<file path="config.mk">
export PLATFORM = sky130hd
export DESIGN_NAME = warp_scheduler
export DESIGN_NICKNAME = d
export VERILOG_FILES = /design/src/design/warp_sched_pkg.sv /design/src/design/warp_scheduler.sv /design/src/design/issue_stage.sv /design/src/design/barrier_unit.sv /design/src/design/warp_table.sv
export SDC_FILE = /design/constraint.sdc
export NUM_CORES = 1
export LEC_CHECK = 0
export BUFFER_PORTS_ARGS = -buffer_cell sky130_fd_sc_hd__buf_2
export CAP_MARGIN = 20
export CORE_MARGIN = 4
export CORE_UTILIZATION = 61
export CTS_BUF_LIST = sky130_fd_sc_hd__clkbuf_2
export CTS_CLUSTER_SIZE = 20
export DETAILED_ROUTE_END_ITERATION = 8
export PLACE_DENSITY = 0.82
export SLEW_MARGIN = 15
export SYNTH_ARGS = -nofsm -noshare
export SYNTH_HDL_FRONTEND = slang
export SYNTH_HIERARCHICAL = 1
export SYNTH_SLANG_ARGS = --single-unit
</file>
<file path="constraint.sdc">
create_clock -name clk -period 14.8 [get_ports clk]
set_input_delay 1.48 -clock clk [delete_from_list [all_inputs] [get_ports clk]]
set_output_delay 1.48 -clock clk [all_outputs]
set_load 0.02 [all_outputs]
</file>
<file path="src/design/warp_sched_pkg.sv">
// shared types for a 4-warp, 4-thread scheduler; widths are fixed here and no module overrides them
package warp_sched_pkg;

    localparam int num_warps    = 4;
    localparam int num_threads  = 4;
    localparam int num_barriers = 4;
    localparam int pc_bits      = 32;
    localparam int gen_bits     = 8;

    typedef logic [1:0]               wid_t;
    typedef logic [num_warps-1:0]     warp_mask_t;
    typedef logic [num_threads-1:0]   tmask_t;
    typedef logic [pc_bits-1:0]       pc_t;
    typedef logic [1:0]               bar_id_t;
    typedef logic [gen_bits-1:0]      gen_t;

    typedef enum logic {
        bar_arrive = 1'b0,
        bar_wait   = 1'b1
    } bar_op_e;

    typedef struct packed {
        logic   tmc_valid;
        tmask_t tmask;
    } tmc_t;

    typedef struct packed {
        logic       spawn_valid;
        warp_mask_t wmask;
        pc_t        pc;
    } wspawn_t;

    // count holds the expected number of warps minus one
    typedef struct packed {
        logic    bar_valid;
        bar_op_e op;
        logic    is_sync;
        bar_id_t id;
        wid_t    count;
        gen_t    token;
    } barrier_t;

    typedef struct packed {
        wid_t     wid;
        tmc_t     tmc;
        wspawn_t  wspawn;
        barrier_t barrier;
    } warp_ctl_t;

    typedef struct packed {
        wid_t wid;
        logic taken;
        pc_t  dest;
    } branch_t;

    typedef struct packed {
        wid_t   wid;
        tmask_t tmask;
        pc_t    pc;
    } sched_item_t;

endpackage
</file>
<file path="src/design/warp_scheduler.sv">
// single branch port, local barriers only; busy reflects active warps, not in-flight instructions
`timescale 1ns/1ps

module warp_scheduler import warp_sched_pkg::*; (
    input  logic        clk,
    input  logic        reset,
    input  pc_t         startup_pc,
    input  logic        warp_ctl_valid,
    input  warp_ctl_t   warp_ctl,
    input  logic        branch_valid,
    input  branch_t     branch,
    input  logic        unlock_valid,
    input  wid_t        unlock_wid,
    input  bar_id_t     bar_rd_id,
    output logic        sched_valid,
    input  logic        sched_ready,
    output sched_item_t sched_item,
    output gen_t        arrive_token,
    output logic        busy
);

    warp_mask_t             ready_warps;
    tmask_t [num_warps-1:0] warp_tmasks;
    pc_t [num_warps-1:0]    warp_pcs;
    warp_mask_t             bar_release;
    logic                   select_fire;
    wid_t                   select_wid;
    logic                   out_fire;
    sched_item_t            out_item;

    warp_table u_warp_table (
        .clk            (clk),
        .reset          (reset),
        .startup_pc     (startup_pc),
        .warp_ctl_valid (warp_ctl_valid),
        .warp_ctl       (warp_ctl),
        .branch_valid   (branch_valid),
        .branch         (branch),
        .unlock_valid   (unlock_valid),
        .unlock_wid     (unlock_wid),
        .bar_release    (bar_release),
        .select_fire    (select_fire),
        .select_wid     (select_wid),
        .out_fire       (out_fire),
        .out_item       (out_item),
        .ready_warps    (ready_warps),
        .warp_tmasks    (warp_tmasks),
        .warp_pcs       (warp_pcs),
        .busy           (busy)
    );

    barrier_unit u_barrier_unit (
        .clk            (clk),
        .reset          (reset),
        .warp_ctl_valid (warp_ctl_valid),
        .warp_ctl       (warp_ctl),
        .bar_rd_id      (bar_rd_id),
        .arrive_token   (arrive_token),
        .bar_release    (bar_release)
    );

    issue_stage u_issue_stage (
        .clk         (clk),
        .reset       (reset),
        .ready_warps (ready_warps),
        .warp_tmasks (warp_tmasks),
        .warp_pcs    (warp_pcs),
        .select_fire (select_fire),
        .select_wid  (select_wid),
        .out_fire    (out_fire),
        .out_item    (out_item),
        .sched_valid (sched_valid),
        .sched_ready (sched_ready),
        .sched_item  (sched_item)
    );

endmodule

</file>
<file path="src/design/issue_stage.sv">
// fixed priority to the lowest wid, so a busy low warp can starve higher ones
`timescale 1ns/1ps

module issue_stage import warp_sched_pkg::*; (
    input  logic                   clk,
    input  logic                   reset,
    input  warp_mask_t             ready_warps,
    input  tmask_t [num_warps-1:0] warp_tmasks,
    input  pc_t [num_warps-1:0]    warp_pcs,
    output logic                   select_fire,
    output wid_t                   select_wid,
    output logic                   out_fire,
    output sched_item_t            out_item,
    output logic                   sched_valid,
    input  logic                   sched_ready,
    output sched_item_t            sched_item
);

    logic        pick_valid;
    wid_t        pick_wid;
    sched_item_t pick_item;

    // head drives the outputs, tail catches one item under back-pressure
    sched_item_t head_q;
    sched_item_t tail_q;
    logic        head_valid;
    logic        tail_valid;
    logic        head_load;

    always_comb begin
        pick_valid = 1'b0;
        pick_wid   = '0;
        for (int i = num_warps - 1; i >= 0; i--) begin
            if (ready_warps[i]) begin
                pick_valid = 1'b1;
                pick_wid   = wid_t'(i);
            end
        end
    end

    assign pick_item.wid   = pick_wid;
    assign pick_item.tmask = warp_tmasks[pick_wid];
    assign pick_item.pc    = warp_pcs[pick_wid];

    // room while the buffer holds fewer than two
    assign select_fire = pick_valid && !tail_valid;
    assign select_wid  = pick_wid;

    assign out_fire  = head_valid && sched_ready;
    assign head_load = !head_valid || out_fire;

    always_ff @(posedge clk) begin
        if (reset) begin
            head_valid <= 1'b0;
            tail_valid <= 1'b0;
        end else if (head_load) begin
            head_valid <= tail_valid || select_fire;
            tail_valid <= 1'b0;
        end else if (select_fire) begin
            tail_valid <= 1'b1;
        end
    end

    always_ff @(posedge clk) begin
        if (head_load) begin
            head_q <= tail_valid ? tail_q : pick_item;
        end
        if (!head_load && select_fire) begin
            tail_q <= pick_item;
        end
    end

    assign out_item    = head_q;
    assign sched_valid = head_valid;
    assign sched_item  = head_q;

endmodule

</file>
<file path="src/design/barrier_unit.sv">
// local barriers only; generations are 8 bits and compared wrap-safe, so tokens must stay within 127
`timescale 1ns/1ps

module barrier_unit import warp_sched_pkg::*; (
    input  logic       clk,
    input  logic       reset,
    input  logic       warp_ctl_valid,
    input  warp_ctl_t  warp_ctl,
    input  bar_id_t    bar_rd_id,
    output gen_t       arrive_token,
    output warp_mask_t bar_release
);

    gen_t [num_barriers-1:0]       gen_q, gen_n;
    wid_t [num_barriers-1:0]       count_q, count_n;
    warp_mask_t [num_barriers-1:0] waiting_q, waiting_n;

    barrier_t bar;
    logic     bar_fire;
    logic     last_arrival;
    gen_t     gen_diff;

    assign bar      = warp_ctl.barrier;
    assign bar_fire = warp_ctl_valid && bar.bar_valid;

    // generation minus token, read as signed
    assign gen_diff = gen_q[bar.id] - bar.token;

    always_comb begin
        gen_n        = gen_q;
        count_n      = count_q;
        waiting_n    = waiting_q;
        bar_release  = '0;
        last_arrival = 1'b0;

        if (bar_fire) begin
            case (bar.op)
                bar_arrive: begin
                    if (count_q[bar.id] == bar.count) begin
                        // barrier complete, wake everyone parked on it
                        last_arrival     = 1'b1;
                        count_n[bar.id]   = '0;
                        gen_n[bar.id]     = gen_q[bar.id] + gen_t'(1);
                        bar_release       = waiting_q[bar.id];
                        waiting_n[bar.id] = '0;
                    end else begin
                        count_n[bar.id] = count_q[bar.id] + wid_t'(1);
                    end

                    // sync arrive blocks unless it closed the barrier
                    if (!bar.is_sync || last_arrival) begin
                        bar_release[warp_ctl.wid] = 1'b1;
                    end else begin
                        waiting_n[bar.id][warp_ctl.wid] = 1'b1;
                    end
                end
                bar_wait: begin
                    if (!gen_diff[gen_bits-1] && (gen_diff != '0)) begin
                        bar_release[warp_ctl.wid] = 1'b1;
                    end else begin
                        waiting_n[bar.id][warp_ctl.wid] = 1'b1;
                    end
                end
                default: begin
                end
            endcase
        end
    end

    always_ff @(posedge clk) begin
        if (reset) begin
            gen_q     <= '0;
            count_q   <= '0;
            waiting_q <= '0;
        end else begin
            gen_q     <= gen_n;
            count_q   <= count_n;
            waiting_q <= waiting_n;
        end
    end

    assign arrive_token = gen_q[bar_rd_id];

endmodule

</file>
<file path="src/design/warp_table.sv">
// per-warp state; expects at most one tmc/spawn/barrier op per warp_ctl strobe and one spawn pending
`timescale 1ns/1ps

module warp_table import warp_sched_pkg::*; (
    input  logic                         clk,
    input  logic                         reset,
    input  pc_t                          startup_pc,
    input  logic                         warp_ctl_valid,
    input  warp_ctl_t                    warp_ctl,
    input  logic                         branch_valid,
    input  branch_t                      branch,
    input  logic                         unlock_valid,
    input  wid_t                         unlock_wid,
    input  warp_mask_t                   bar_release,
    input  logic                         select_fire,
    input  wid_t                         select_wid,
    input  logic                         out_fire,
    input  sched_item_t                  out_item,
    output warp_mask_t                   ready_warps,
    output tmask_t [num_warps-1:0]       warp_tmasks,
    output pc_t [num_warps-1:0]          warp_pcs,
    output logic                         busy
);

    warp_mask_t             active_q, active_n;
    warp_mask_t             stalled_q, stalled_n;
    tmask_t [num_warps-1:0] tmasks_q, tmasks_n;
    pc_t [num_warps-1:0]    pcs_q, pcs_n;

    // deferred spawn, held until a single warp is left running
    wspawn_t spawn_q;
    wid_t    spawn_wid_q;
    wspawn_t spawn_req;
    wid_t    spawn_req_wid;
    logic    spawn_new;
    logic    spawn_apply;
    logic    single_warp;
    logic    tmc_fire;
    logic    branch_same_warp;

    assign spawn_new     = warp_ctl_valid && warp_ctl.wspawn.spawn_valid;
    assign spawn_req     = spawn_new ? warp_ctl.wspawn : spawn_q;
    assign spawn_req_wid = spawn_new ? warp_ctl.wid : spawn_wid_q;

    // exactly one bit set in the active mask
    assign single_warp = (active_q != '0)
                      && ((active_q & (active_q - warp_mask_t'(1))) == '0);
    assign spawn_apply = spawn_req.spawn_valid && single_warp;

    assign tmc_fire = warp_ctl_valid && warp_ctl.tmc.tmc_valid;

    // a taken branch overrides the pc+4 of an item leaving in the same cycle
    assign branch_same_warp = branch_valid && branch.taken && (branch.wid == out_item.wid);

    always_comb begin
        active_n  = active_q;
        stalled_n = stalled_q;
        tmasks_n  = tmasks_q;
        pcs_n     = pcs_q;

        if (unlock_valid) begin
            stalled_n[unlock_wid] = 1'b0;
        end

        if (spawn_apply) begin
            for (int i = 0; i < num_warps; i++) begin
                if (spawn_req.wmask[i]) begin
                    active_n[i]  = 1'b1;
                    stalled_n[i] = 1'b0;
                    tmasks_n[i]  = tmask_t'(1);
                    pcs_n[i]     = spawn_req.pc;
                end
            end
            stalled_n[spawn_req_wid] = 1'b0;
        end

        // an empty mask retires the warp
        if (tmc_fire) begin
            active_n[warp_ctl.wid]  = (warp_ctl.tmc.tmask != '0);
            tmasks_n[warp_ctl.wid]  = warp_ctl.tmc.tmask;
            stalled_n[warp_ctl.wid] = 1'b0;
        end

        stalled_n = stalled_n & ~bar_release;

        if (branch_valid) begin
            if (branch.taken) begin
                pcs_n[branch.wid] = branch.dest;
            end
            stalled_n[branch.wid] = 1'b0;
        end

        // hold the warp until decode, branch or barrier lets it go
        if (select_fire) begin
            stalled_n[select_wid] = 1'b1;
        end

        if (out_fire && !branch_same_warp) begin
            pcs_n[out_item.wid] = out_item.pc + pc_t'(4);
        end
    end

    always_ff @(posedge clk) begin
        if (reset) begin
            active_q    <= warp_mask_t'(1);
            stalled_q   <= '0;
            tmasks_q    <= '0;
            tmasks_q[0] <= tmask_t'(1);
            pcs_q       <= '0;
            pcs_q[0]    <= startup_pc;
            busy        <= 1'b1;
        end else begin
            active_q  <= active_n;
            stalled_q <= stalled_n;
            tmasks_q  <= tmasks_n;
            pcs_q     <= pcs_n;
            busy      <= (active_q != '0);
        end
    end

    always_ff @(posedge clk) begin
        if (reset) begin
            spawn_q.spawn_valid <= 1'b0;
        end else if (spawn_apply) begin
            spawn_q.spawn_valid <= 1'b0;
        end else if (spawn_new) begin
            spawn_q     <= warp_ctl.wspawn;
            spawn_wid_q <= warp_ctl.wid;
        end
    end

    assign ready_warps = active_q & ~stalled_q;
    assign warp_tmasks = tmasks_q;
    assign warp_pcs    = pcs_q;

endmodule

</file>
Word-level counts from Yosys, hierarchy flattened --
Cells that the tools add are included.
Word-level totals: register bits 326, input bits 136, output and inout bits 48, word-level logic and storage cells 224
Operators by class: add/subtract/negate cells 5, order comparisons 15, reduce and logical (&&, ||, !) cells 38, muxes and demuxes 104, equality and inequality tests 3, bitwise gates (word level) 24
Operator list (count):
- 2-to-1 mux 128 bit | 4
- bitwise mux 128 bit | 2
- 2-to-1 mux 32 bit | 8
- demux 32 bit (select 2 bit) | 2
- 2-to-1 mux 16 bit | 7
- 2-to-1 mux 4 bit | 22
- binary-select mux 32 bit (select 2 bit) | 1
- 2-to-1 mux 38 bit | 1
- 2-to-1 mux 37 bit | 1
- adder 32 x 3 -> 32 bit, second input constant | 1
- binary-select mux 8 bit (select 2 bit) | 2
- bitwise mux 32 bit | 1
- 2-to-1 mux 8 bit | 4
- OR 16 bit | 2
- case mux 16 bit (2 select lines) | 1
- AND 4 bit | 7
- demux 4 bit (select 2 bit) | 3
- less-than comparator 2 x 3 -> 1 bit, second input constant | 8
- 2-to-1 mux 1 bit | 24
- inverter 4 bit | 6
- logical AND 1 bit | 19
- AND 16 bit | 1
- binary-select mux 4 bit (select 2 bit) | 2
- bitwise mux 16 bit | 1
- 28 further kinds | 59

Depth between registers and ports, before layout --
Gate-level depths: netlist (run 1).
depth in word-level cells 18, mapped depth 16, mapped depth without buffers 14

Cells and area by module --
Netlist (run 1), hierarchy kept.
By module, submodules not included:
- warp_table | cells each 1296, area an instance 10532.6 µm², seq. area each 4224.1 µm², times used 1
- issue_stage | cells each 441, area an instance 5223.8 µm², seq. area each 2322.2 µm², times used 1
- barrier_unit | cells each 341, area an instance 3325.7 µm², seq. area each 1121.1 µm², times used 1

Least setup slack after synthesis (run 1) --
Ideal clock, no wire load.
kind input to register, start input sched_ready, end register u_issue_stage/tail_q[0] (netlist name), enable pin, arrival time 5.162 ns, buffers on the path 0, library setup time 0.481 ns, path slack 9.157 ns, required time 14.319 ns, cell stages on the path 2, path through nand2b_1 -> nor3_1
Between the ends: cells in the longest elaborated chain, start to end 4
Ends and longest elaborated chain:
- start, declared | RTL line warp_scheduler.sv:16 | input logic sched_ready,
- logical AND 1 bit | RTL line issue_stage.sv:49 | assign out_fire = head_valid && sched_ready;
- logical OR 1 bit | RTL line issue_stage.sv:50 | assign head_load = !head_valid || out_fire;
- logical NOT 1 bit | RTL line issue_stage.sv:68 | if (!head_load && select_fire) begin
- logical AND 1 bit | RTL line issue_stage.sv:68
- end signal, assigned | RTL line issue_stage.sv:69 | tail_q <= pick_item;
- end, declared | RTL line issue_stage.sv:25 | sched_item_t tail_q;
No other way between the ends. A chain may end at the register's enable or synchronous reset.

Worst setup path after layout (run 1) --
start input warp_ctl[10] (netlist name), end register u_warp_table.stalled_q[0]
Between the ends: cells in the longest elaborated chain, start to end 16, elaborated cells between the ends (all ways) 29, those cells by class add/sub: 1; eq/ne: 1; mux: 18; bitwise: 5; reduce/logical: 4
Ends and longest elaborated chain:
- start, declared | RTL line warp_scheduler.sv:9 | input warp_ctl_t warp_ctl,
- branches (longest 8 deep; another with subtractor 8 bit)
- case mux 4 bit (2 select lines) (*) | RTL line barrier_unit.sv:37 | case (bar.op)
- 2-to-1 mux 4 bit (*) | RTL line barrier_unit.sv:36 | if (bar_fire) begin
- named net bar_release[0] | RTL line warp_scheduler.sv:25 | warp_mask_t bar_release;
- inverter 4 bit (*) | RTL line warp_table.sv:84 | stalled_n = stalled_n & ~bar_release;
- AND 4 bit (*) | RTL line warp_table.sv:84
- AND 4 bit (no source line)
- 2-to-1 mux 4 bit (*) | RTL line warp_table.sv:86 | if (branch_valid) begin
- OR 4 bit (no source line)
- 2-to-1 mux 4 bit (*) | RTL line warp_table.sv:94 | if (select_fire) begin
- end signal, assigned | RTL line warp_table.sv:114 | stalled_q <= stalled_n;
- end, declared | RTL line warp_table.sv:26 | warp_mask_t stalled_q, stalled_n;
Mark *: on every way through the listed nets, which the timed path passes. The select of a mux whose other input is x is not followed.

==> reports/qor.csv, run 1 <==
metric,value,unit
Worst Hold Launch,u_barrier_unit/waiting_q[3]$_SDFFE_PP0P_,
adder and majority cell fraction of the synthesized area,0.00761,
Die W,185,um
crit path cell chain,buf_2 > mux4_2 > inv_1 > ha_1 > fa_1 > nand2b_1 > a21oi_1 > o22ai_1 > xnor2_1 > o311a_1 > o221a_2 > nor4b_1 > o311ai_0 > a21oi_1,
clock power share,0.262,
clock sinks,326,
Slowest cell on crit path,o311a_1,
1st-pass router iterations,9,
clock buffer depth,3,
synth-to-layout area growth,6.56,%
CP startpoint,warp_ctl[10],
sequential share of the synthesized area,0.402,
"commonest non-fill, non-tap cell in the layout",dfxtp_1,
vias,19131,
Crit Path Category,in2reg,
Synth Area per Inst,9.18,um2
syn nets,2225,
VDD IR max,0.0615,mV
main combinational cell family by area after synthesis,compound AO/OA/AOI/OAI gates,
Period minus WS final,4490,ps
initial antenna violation count,3,
Synth area leader,dfxtp_1,
H-Tree Depth,3,
NumNets Final,2298,
Compound-Gate Fraction of Synth Area,0.254,
final WL,66600,um
number of CTS-inserted buffers,86,
clock slew at reported path FFs,100,ps
Comb pwr share,0.270,
"EDFF count, synth",114,
flop-to-flop setup slack,11040,ps
CP most frequent cell,a21oi_1,
Routed Antenna Nets,0,
Post-Synth Simple-Gate Area,0.189,
reg-to-reg endpoint,u_warp_table/stalled_q[0]$_SDFF_PP0_,
Worst EP arrival,5320,ps
grt ovf,0,
# setup viols final,0,
Global Route Usage Sum,0.372,
vias per cell,7.31,
layout cells sized above 1,0.231,
failing checks,design-rule violations,
ys async rst share,0,
P_leak,7.35,nW
total die area,34200,um2
unrepaired setup endpoints after global routing,no,
Setup TNS Final,0,ps
die height,185,um
Clock Latency Late Sink,970,ps
DRC viols,1,
Final Cell Area,20300,um2
share of the synthesized area in the top cell type,0.222,
vias in the first global route,18693,
Slew @ Worst Pin,1210,ps
Post-CTS Setup Repair Bufs,0,
Hold Path Sink,u_barrier_unit/waiting_q[3]$_SDFFE_PP0P_,
P_int,0.00153,W
fmax,223,MHz
Synth Register Bits,326,
Hold Path Depth,2,
r2r worst-path depth,13,
first-pass GRT wire length,101000,um
initial DRC count,3765,
Resized Gates After CTS,0,
switch share,0.381,
r2r startpoint,u_barrier_unit/gen_q[16]$_SDFFE_PP0P_,
Switching Power,0.000941,W
placed cell area,19500,um2
Sequential Power Share,0.469,
fillers,2526,
worst-path maximum fanout,23,
number of distinct library cells after synthesis,87,
wire per inst,25.5,um
CP Capture Type,register,
"Hold Vio Cnt, Final",0,
Worst path max stage delay,600,ps
Worst Hold Class,reg2reg,
Buf/Inv on CP,2,
Yosys warnings,6,
status,"finished, violations left",
Core Region,30700,um2
Slew Limit Fails,0,
post-synthesis mux area share,0.0535,
Post-Synth XOR/XNOR Area,0.0146,
Slew HR,0.189,
largest net degree at the start of global routing,97,
Power Density,121,nW/um2
hold_buf cts,0,
Max Cap Violations,0,
prevailing post-synth register cell,dfxtp_1,
multi-input logic area,9970,um2
worst hold margin,465,ps
period utilisation layout,0.304,
Rows,64,
CTS tree,done,
Worst Skew,116,ps
hpwl dp,40300,um
most frequent cells in the layout,"dfxtp_1 (211), buf_2 (182), nand3_1 (161)",
Worst EP required,15630,ps
root buffer cell,clkbuf_2,
IO Pins,184,
"delay-heaviest family, CP",compound AO/OA/AOI/OAI gates,
largest cells by area after synthesis,"dfxtp_1 (22%), edfxtp_1 (18%), o211ai_1 (4.5%)",
Post-Synthesis Cells,2078,
Seq. cell area,7670,um2
Post-Syn Area,19100,um2
Critical Path Source Type,primary input,
Initial Util,0.621,
GPL Wtd Cong,0.942,
IO Port Bufs,183,
==> registers in the layout (all words and copies together) (netlist names) <==
register                   count
u_barrier_unit/count_q         8
u_barrier_unit/gen_q          32
u_barrier_unit/waiting_q      16
u_issue_stage/out_item        38
u_issue_stage/sched_valid      1
u_issue_stage/tail_q          38
u_issue_stage/tail_valid       1
u_warp_table/active_q          4
u_warp_table/busy              1
u_warp_table/spawn_q          37
u_warp_table/spawn_wid_q       2
u_warp_table/stalled_q         4
u_warp_table/warp_pcs        128
u_warp_table/warp_tmasks      16
==> tightest hold or removal path, delay by kind of cell (launching register included) <==
| kind | cells | cell delay [ps] |
|---|---|---|
| flops | 1 | 330 |
| simple gates | 1 | 50 |
| compound gates | 1 | 50 |
==> synthesized netlist by cell type, types with 10 or more instances <==
master      n
buf_2      45
o31a_1     15
and3_1     14
ha_1       10
dfxtp_1   212
o221ai_1   11
mux4_2     21
xor2_1     10
clkbuf_1  114
mux2i_1    51
buf_4      44
nor3_1     40
a211oi_1   32
or3b_1     36
o21ai_0   103
inv_1      56
nor2_1    138
nand4_1    17
or3_1      10
a31oi_1    47
a21oi_1   149
o211ai_1  115
edfxtp_1  114
nand2_1   148
o221ai_2   35
xnor2_1    15
or4_4      10
o21ai_1    14
o22ai_1    12
o32ai_1    40
buf_6      23
and2_1     10
o31ai_2    29
nand3_1   161
o31ai_1    19
or4_1      28
==> area by class of cell <==
class                      count  area share
inverter                      58      0.0107
tap                          396      0.0244
antenna                        2    0.000246
clock buffer                 137      0.0337
clock inverter                18     0.00474
sequential                   326       0.377
multi-input combinational   1460       0.490
timing repair buffer         219      0.0585
==> cells by family (layout without fill, tap and decap cells) <==
group	count (synthesis)	count (layout)
AO/OA/AOI/OAI	670	670
adder cells (fa/ha/maj)	11	11
multiplexers	74	74
AND/OR/NAND/NOR	677	677
buffers and inverters	292	432
flip-flops	326	326
other	0	2
XOR/XNOR	28	28
==> how the worst max path moves through the flow <==
stage                                      endpoint  slack, ps  depth (start not counted)
2_1_floorplan     u_issue_stage/tail_q[0]$_DFFE_PP_       9160                          2
3_3_place_gp   u_warp_table/stalled_q[0]$_SDFF_PP0_       9560                         14
3_5_place_dp   u_warp_table/stalled_q[0]$_SDFF_PP0_       9420                         14
4_1_cts        u_warp_table/stalled_q[0]$_SDFF_PP0_      10380                         14
5_1_grt        u_warp_table/stalled_q[0]$_SDFF_PP0_      10110                         14
6_report       u_warp_table/stalled_q[0]$_SDFF_PP0_      10310                         14
==> through the flow <==
stage	total power, W	std cells	utilization	setup slack [ps]
2_1_floorplan	0.00164	2078	-	9160
3_3_place_gp	0.00178	2458	0.635	9560
3_5_place_dp	0.00181	2459	0.636	9420
4_1_cts	0.00244	2614	0.661	10380
5_1_grt	0.00257	2616	0.661	10110
6_report	0.00247	2616	0.661	10310
==> power by group through the flow <==
stage | Combinational [W] | Sequential, W | Clock, W
2_1_floorplan | 0.000505 | 0.00113 | 0
3_3_place_gp | 0.000617 | 0.00117 | 0
3_5_place_dp | 0.000636 | 0.00117 | 0
4_1_cts | 0.000639 | 0.00115 | 0.000650
5_1_grt | 0.000702 | 0.00117 | 0.000702
6_report | 0.000666 | 0.00116 | 0.000646
==> layer usage <==
metal | vias up | GRT usage | routed length [um]
li1 | 8087 | - | -
met1 | 8673 | 0.485 | 23800
met2 | 1899 | 0.553 | 27800
met3 | 470 | 0.123 | 10800
met4 | 2 | 0.196 | 4330
met5 | - | 0 | 13
No activity file was read; power rests on OpenSTA's default activity.
==> inputs of run 2 (changes only) <==
--- a/config.mk
+++ b/config.mk
@@ -8,11 +8,11 @@
 export BUFFER_PORTS_ARGS = -buffer_cell sky130_fd_sc_hd__buf_2
 export CAP_MARGIN = 20
 export CORE_MARGIN = 4
-export CORE_UTILIZATION = 61
+export CORE_UTILIZATION = 56
 export CTS_BUF_LIST = sky130_fd_sc_hd__clkbuf_2
 export CTS_CLUSTER_SIZE = 20
 export DETAILED_ROUTE_END_ITERATION = 8
-export PLACE_DENSITY = 0.82
+export PLACE_DENSITY = 0.79
 export SLEW_MARGIN = 15
 export SYNTH_ARGS = -nofsm -noshare
 export SYNTH_HDL_FRONTEND = slang
==> constraint.sdc (replaced) <==
create_clock -name clk -period 4.1 [get_ports clk]
set_input_delay 0.41 -clock clk [delete_from_list [all_inputs] [get_ports clk]]
set_output_delay 0.41 -clock clk [all_outputs]
set_load 0.02 [all_outputs]
==> run 2 against run 1 <==
Against the previous run: clock power rose to 3.7 times the previous value; non-clock buffer count rose by 163; the flow still finishes with violations (design-rule violations); die area rose by 8.5%; routed wire length rose by 5.2%; via count rose by 2.3%; critical path depth did not move; largest power group unchanged; sequential power rose to 3.6 times the previous value; global-route usage fell by 0.98 points; critical path type is now reg2reg.
==> reports/qor.csv, run 2 (synthesis results as in run 1) <==
metric,value,unit,change
status,"finished, violations left",,unchanged
failing checks,design-rule violations,,unchanged
IO Pins,184,,unchanged
Die W,193,um,was 185 um
reg-to-reg endpoint,u_warp_table/stalled_q[1]$_SDFF_PP0_,,was u_warp_table/stalled_q[0]$_SDFF_PP0_
Core Region,33500,um2,was 30700 um2
Clock Latency Late Sink,1020,ps,was 970 ps
worst-path maximum fanout,7,,was 23
Power Density,415,nW/um2,was 121 nW/um2
P_int,0.00572,W,was 0.00153 W
Setup TNS Final,0,ps,unchanged
total power,0.00917,W,was 0.00247 W
die height,193,um,was 185 um
Slew @ Worst Pin,1210,ps,about the same
vias,19570,,was 19.1k
hpwl dp,42200,um,was 40300 um
first-pass GRT wire length,105000,um,was 101000 um
unrepaired setup endpoints after global routing,no,,unchanged
dpl cells,2527,,was 2459
IO Port Bufs,183,,unchanged
Worst EP required,4990,ps,was 15630 ps
GPL Wtd Cong,0.917,,was 0.942
Critical Path Source Type,register,,was primary input
Worst EP arrival,4740,ps,was 5320 ps
vias in the first global route,19239,,was 18.7k
layout cells sized above 1,0.223,,was 0.231
P_leak,8.11,nW,was 7.35 nW
Max Cap Violations,0,,unchanged
flop-to-flop setup slack,250,ps,was 11040 ps
NumNets Final,2462,,was 2298
wire per inst,24.7,um,was 25.5 um
1st-pass router iterations,9,,unchanged
initial antenna violation count,4,,was 3
Routed Antenna Nets,0,,unchanged
period utilisation layout,0.939,,
initial DRC count,3524,,was 3765
number of CTS-inserted buffers,87,,was 86
Sequential Power Share,0.455,,was 0.469
Switching Power,0.00344,W,was 0.000941 W
clock slew at reported path FFs,120,ps,was 100 ps
fillers,2706,,was 2526
switch share,0.376,,was 0.381
Slew Limit Fails,0,,unchanged
Period minus WS final,3850,ps,
# setup viols final,0,,unchanged
VDD IR max,0.193,mV,was 0.0615 mV
Post-Layout Cell Count,2838,,was 2616
max FFs per register,128,,unchanged
most frequent cells in the layout,"dfxtp_1 (211), buf_2 (182), nand3_1 (161)",,unchanged
Slew HR,0.190,,was 0.189
total die area,37100,um2,was 34200 um2
Resized Gates After CTS,0,,unchanged
clock power share,0.259,,was 0.262
vias per cell,6.90,,was 7.31
CTS tree,done,,unchanged
clock sinks,326,,unchanged
fmax,260,MHz,
r2r worst-path depth,14,,was 13
Initial Util,0.569,,was 0.621
grt ovf,0,,unchanged
Worst Skew,103,ps,was 116 ps
Comb pwr share,0.286,,was 0.270
"Hold Vio Cnt, Final",0,,unchanged
Worst Hold Launch,sched_ready,,was u_barrier_unit/waiting_q[3]$_SDFFE_PP0P_
clock buffer depth,3,,unchanged
Hold Path Sink,u_issue_stage/tail_q[10]$_DFFE_PP_,,was u_barrier_unit/waiting_q[3]$_SDFFE_PP0P_
root buffer cell,clkbuf_2,,unchanged
Global Route Usage Sum,0.363,,was 0.372
Rows,67,,was 64
Worst Hold Class,in2reg,,was reg2reg
DRC viols,11,,was 1
"commonest non-fill, non-tap cell in the layout",dfxtp_1,,unchanged
synth-to-layout area growth,15.7,%,was 6.56%
H-Tree Depth,3,,unchanged
Hold Path Depth,4,,was 2
CP Capture Type,register,,unchanged
final WL,70100,um,was 66600 um
largest net degree at the start of global routing,102,,was 97
Crit Path Category,reg2reg,,was in2reg
r2r startpoint,u_barrier_unit/gen_q[8]$_SDFFE_PP0P_,,was u_barrier_unit/gen_q[16]$_SDFFE_PP0P_
run 2: cell count changes in the layout (fill, tap and decap cells not counted), sizes merged:
| cell | delta |
|---|---|
| buf | +20 |
| bufinv | +1 |
| clkinv | +9 |
| clkinvlp | -2 |
| diode | +1 |
| dlygate4sd3 | +143 |
| inv | -2 |
run 2: stage by stage:
step | setup slack (ps) | utilization | cell area (um2) | hold WS (ps)
after floorplan | 635 | - | 19100 | 420
after global placement | 323 | 0.590 | 19800 | 430
after detailed placement | 172 | 0.590 | 19800 | 440
after CTS | 169 | 0.657 | 22000 | 23.3
after global routing | 41.1 | 0.658 | 22100 | 29.6
final | 252 | 0.658 | 22100 | 73.5
run 2: area by class of cell:
type                       count  area [um2]  share of cell area
clock inverter                24         123             0.00555
sequential                   326        7670               0.347
antenna                        3        7.51            0.000340
timing repair buffer         382        2830               0.128
clock buffer                 137         686              0.0311
multi-input combinational   1460        9980               0.452
inverter                      58         218             0.00986
tap                          448         561              0.0254
run 2: metal layers:
layer  vias up  part of all wire  wire length (um)  GRT usage
met5         -           0.00010                 7          0
li1       8420                 -                 -          -
met2      1800              0.44             30600      0.547
met1      8920              0.35             24700      0.462
met3       428              0.15             10700      0.117
met4         2             0.060              4180      0.199
run 2: power by group through the flow:
| stage | Combinational [W] | Clock, W | Sequential (W) |
|---|---|---|---|
| after floorplan | 0.00182 | 0 | 0.00409 |
| after global placement | 0.00229 | 0 | 0.00422 |
| after detailed placement | 0.00234 | 0 | 0.00423 |
| after CTS | 0.00250 | 0.00239 | 0.00416 |
| after global routing | 0.00275 | 0.00258 | 0.00420 |
| final | 0.00262 | 0.00238 | 0.00417 |
run 2: worst max-delay path: stages (launching register included):
cell	delay, ps
dfxtp_1	360
mux4_2	340
inv_1	70
ha_1	200
fa_1	400
nand2b_1	190
a21oi_1	160
o22ai_1	120
xnor2_1	140
o311a_1	460
o211a_1	250
nand4b_1	160
dlygate4sd3_1	570
a211o_1	260
a21oi_1	110
run 2: worst max-delay path by stage:
stage	startpoint	end	cells past startpoint
global route	u_barrier_unit/gen_q[8]$_SDFFE_PP0P_	u_warp_table/stalled_q[1]$_SDFF_PP0_	14
CTS	u_barrier_unit/gen_q[8]$_SDFFE_PP0P_	u_warp_table/stalled_q[1]$_SDFF_PP0_	14
global placement	warp_ctl[10]	u_warp_table/stalled_q[0]$_SDFF_PP0_	14
detailed placement	warp_ctl[10]	u_warp_table/stalled_q[0]$_SDFF_PP0_	14
floorplan	warp_ctl[10]	u_warp_table/stalled_q[0]$_SDFF_PP0_	15
finish	u_barrier_unit/gen_q[8]$_SDFFE_PP0P_	u_warp_table/stalled_q[1]$_SDFF_PP0_	14
run 2: timing repair:
action,in CTS,in global routing
endpoints found under the hold margin,222,0
hold buffers,143,0
buffers inserted,0,3
setup endpoints to repair,0,1
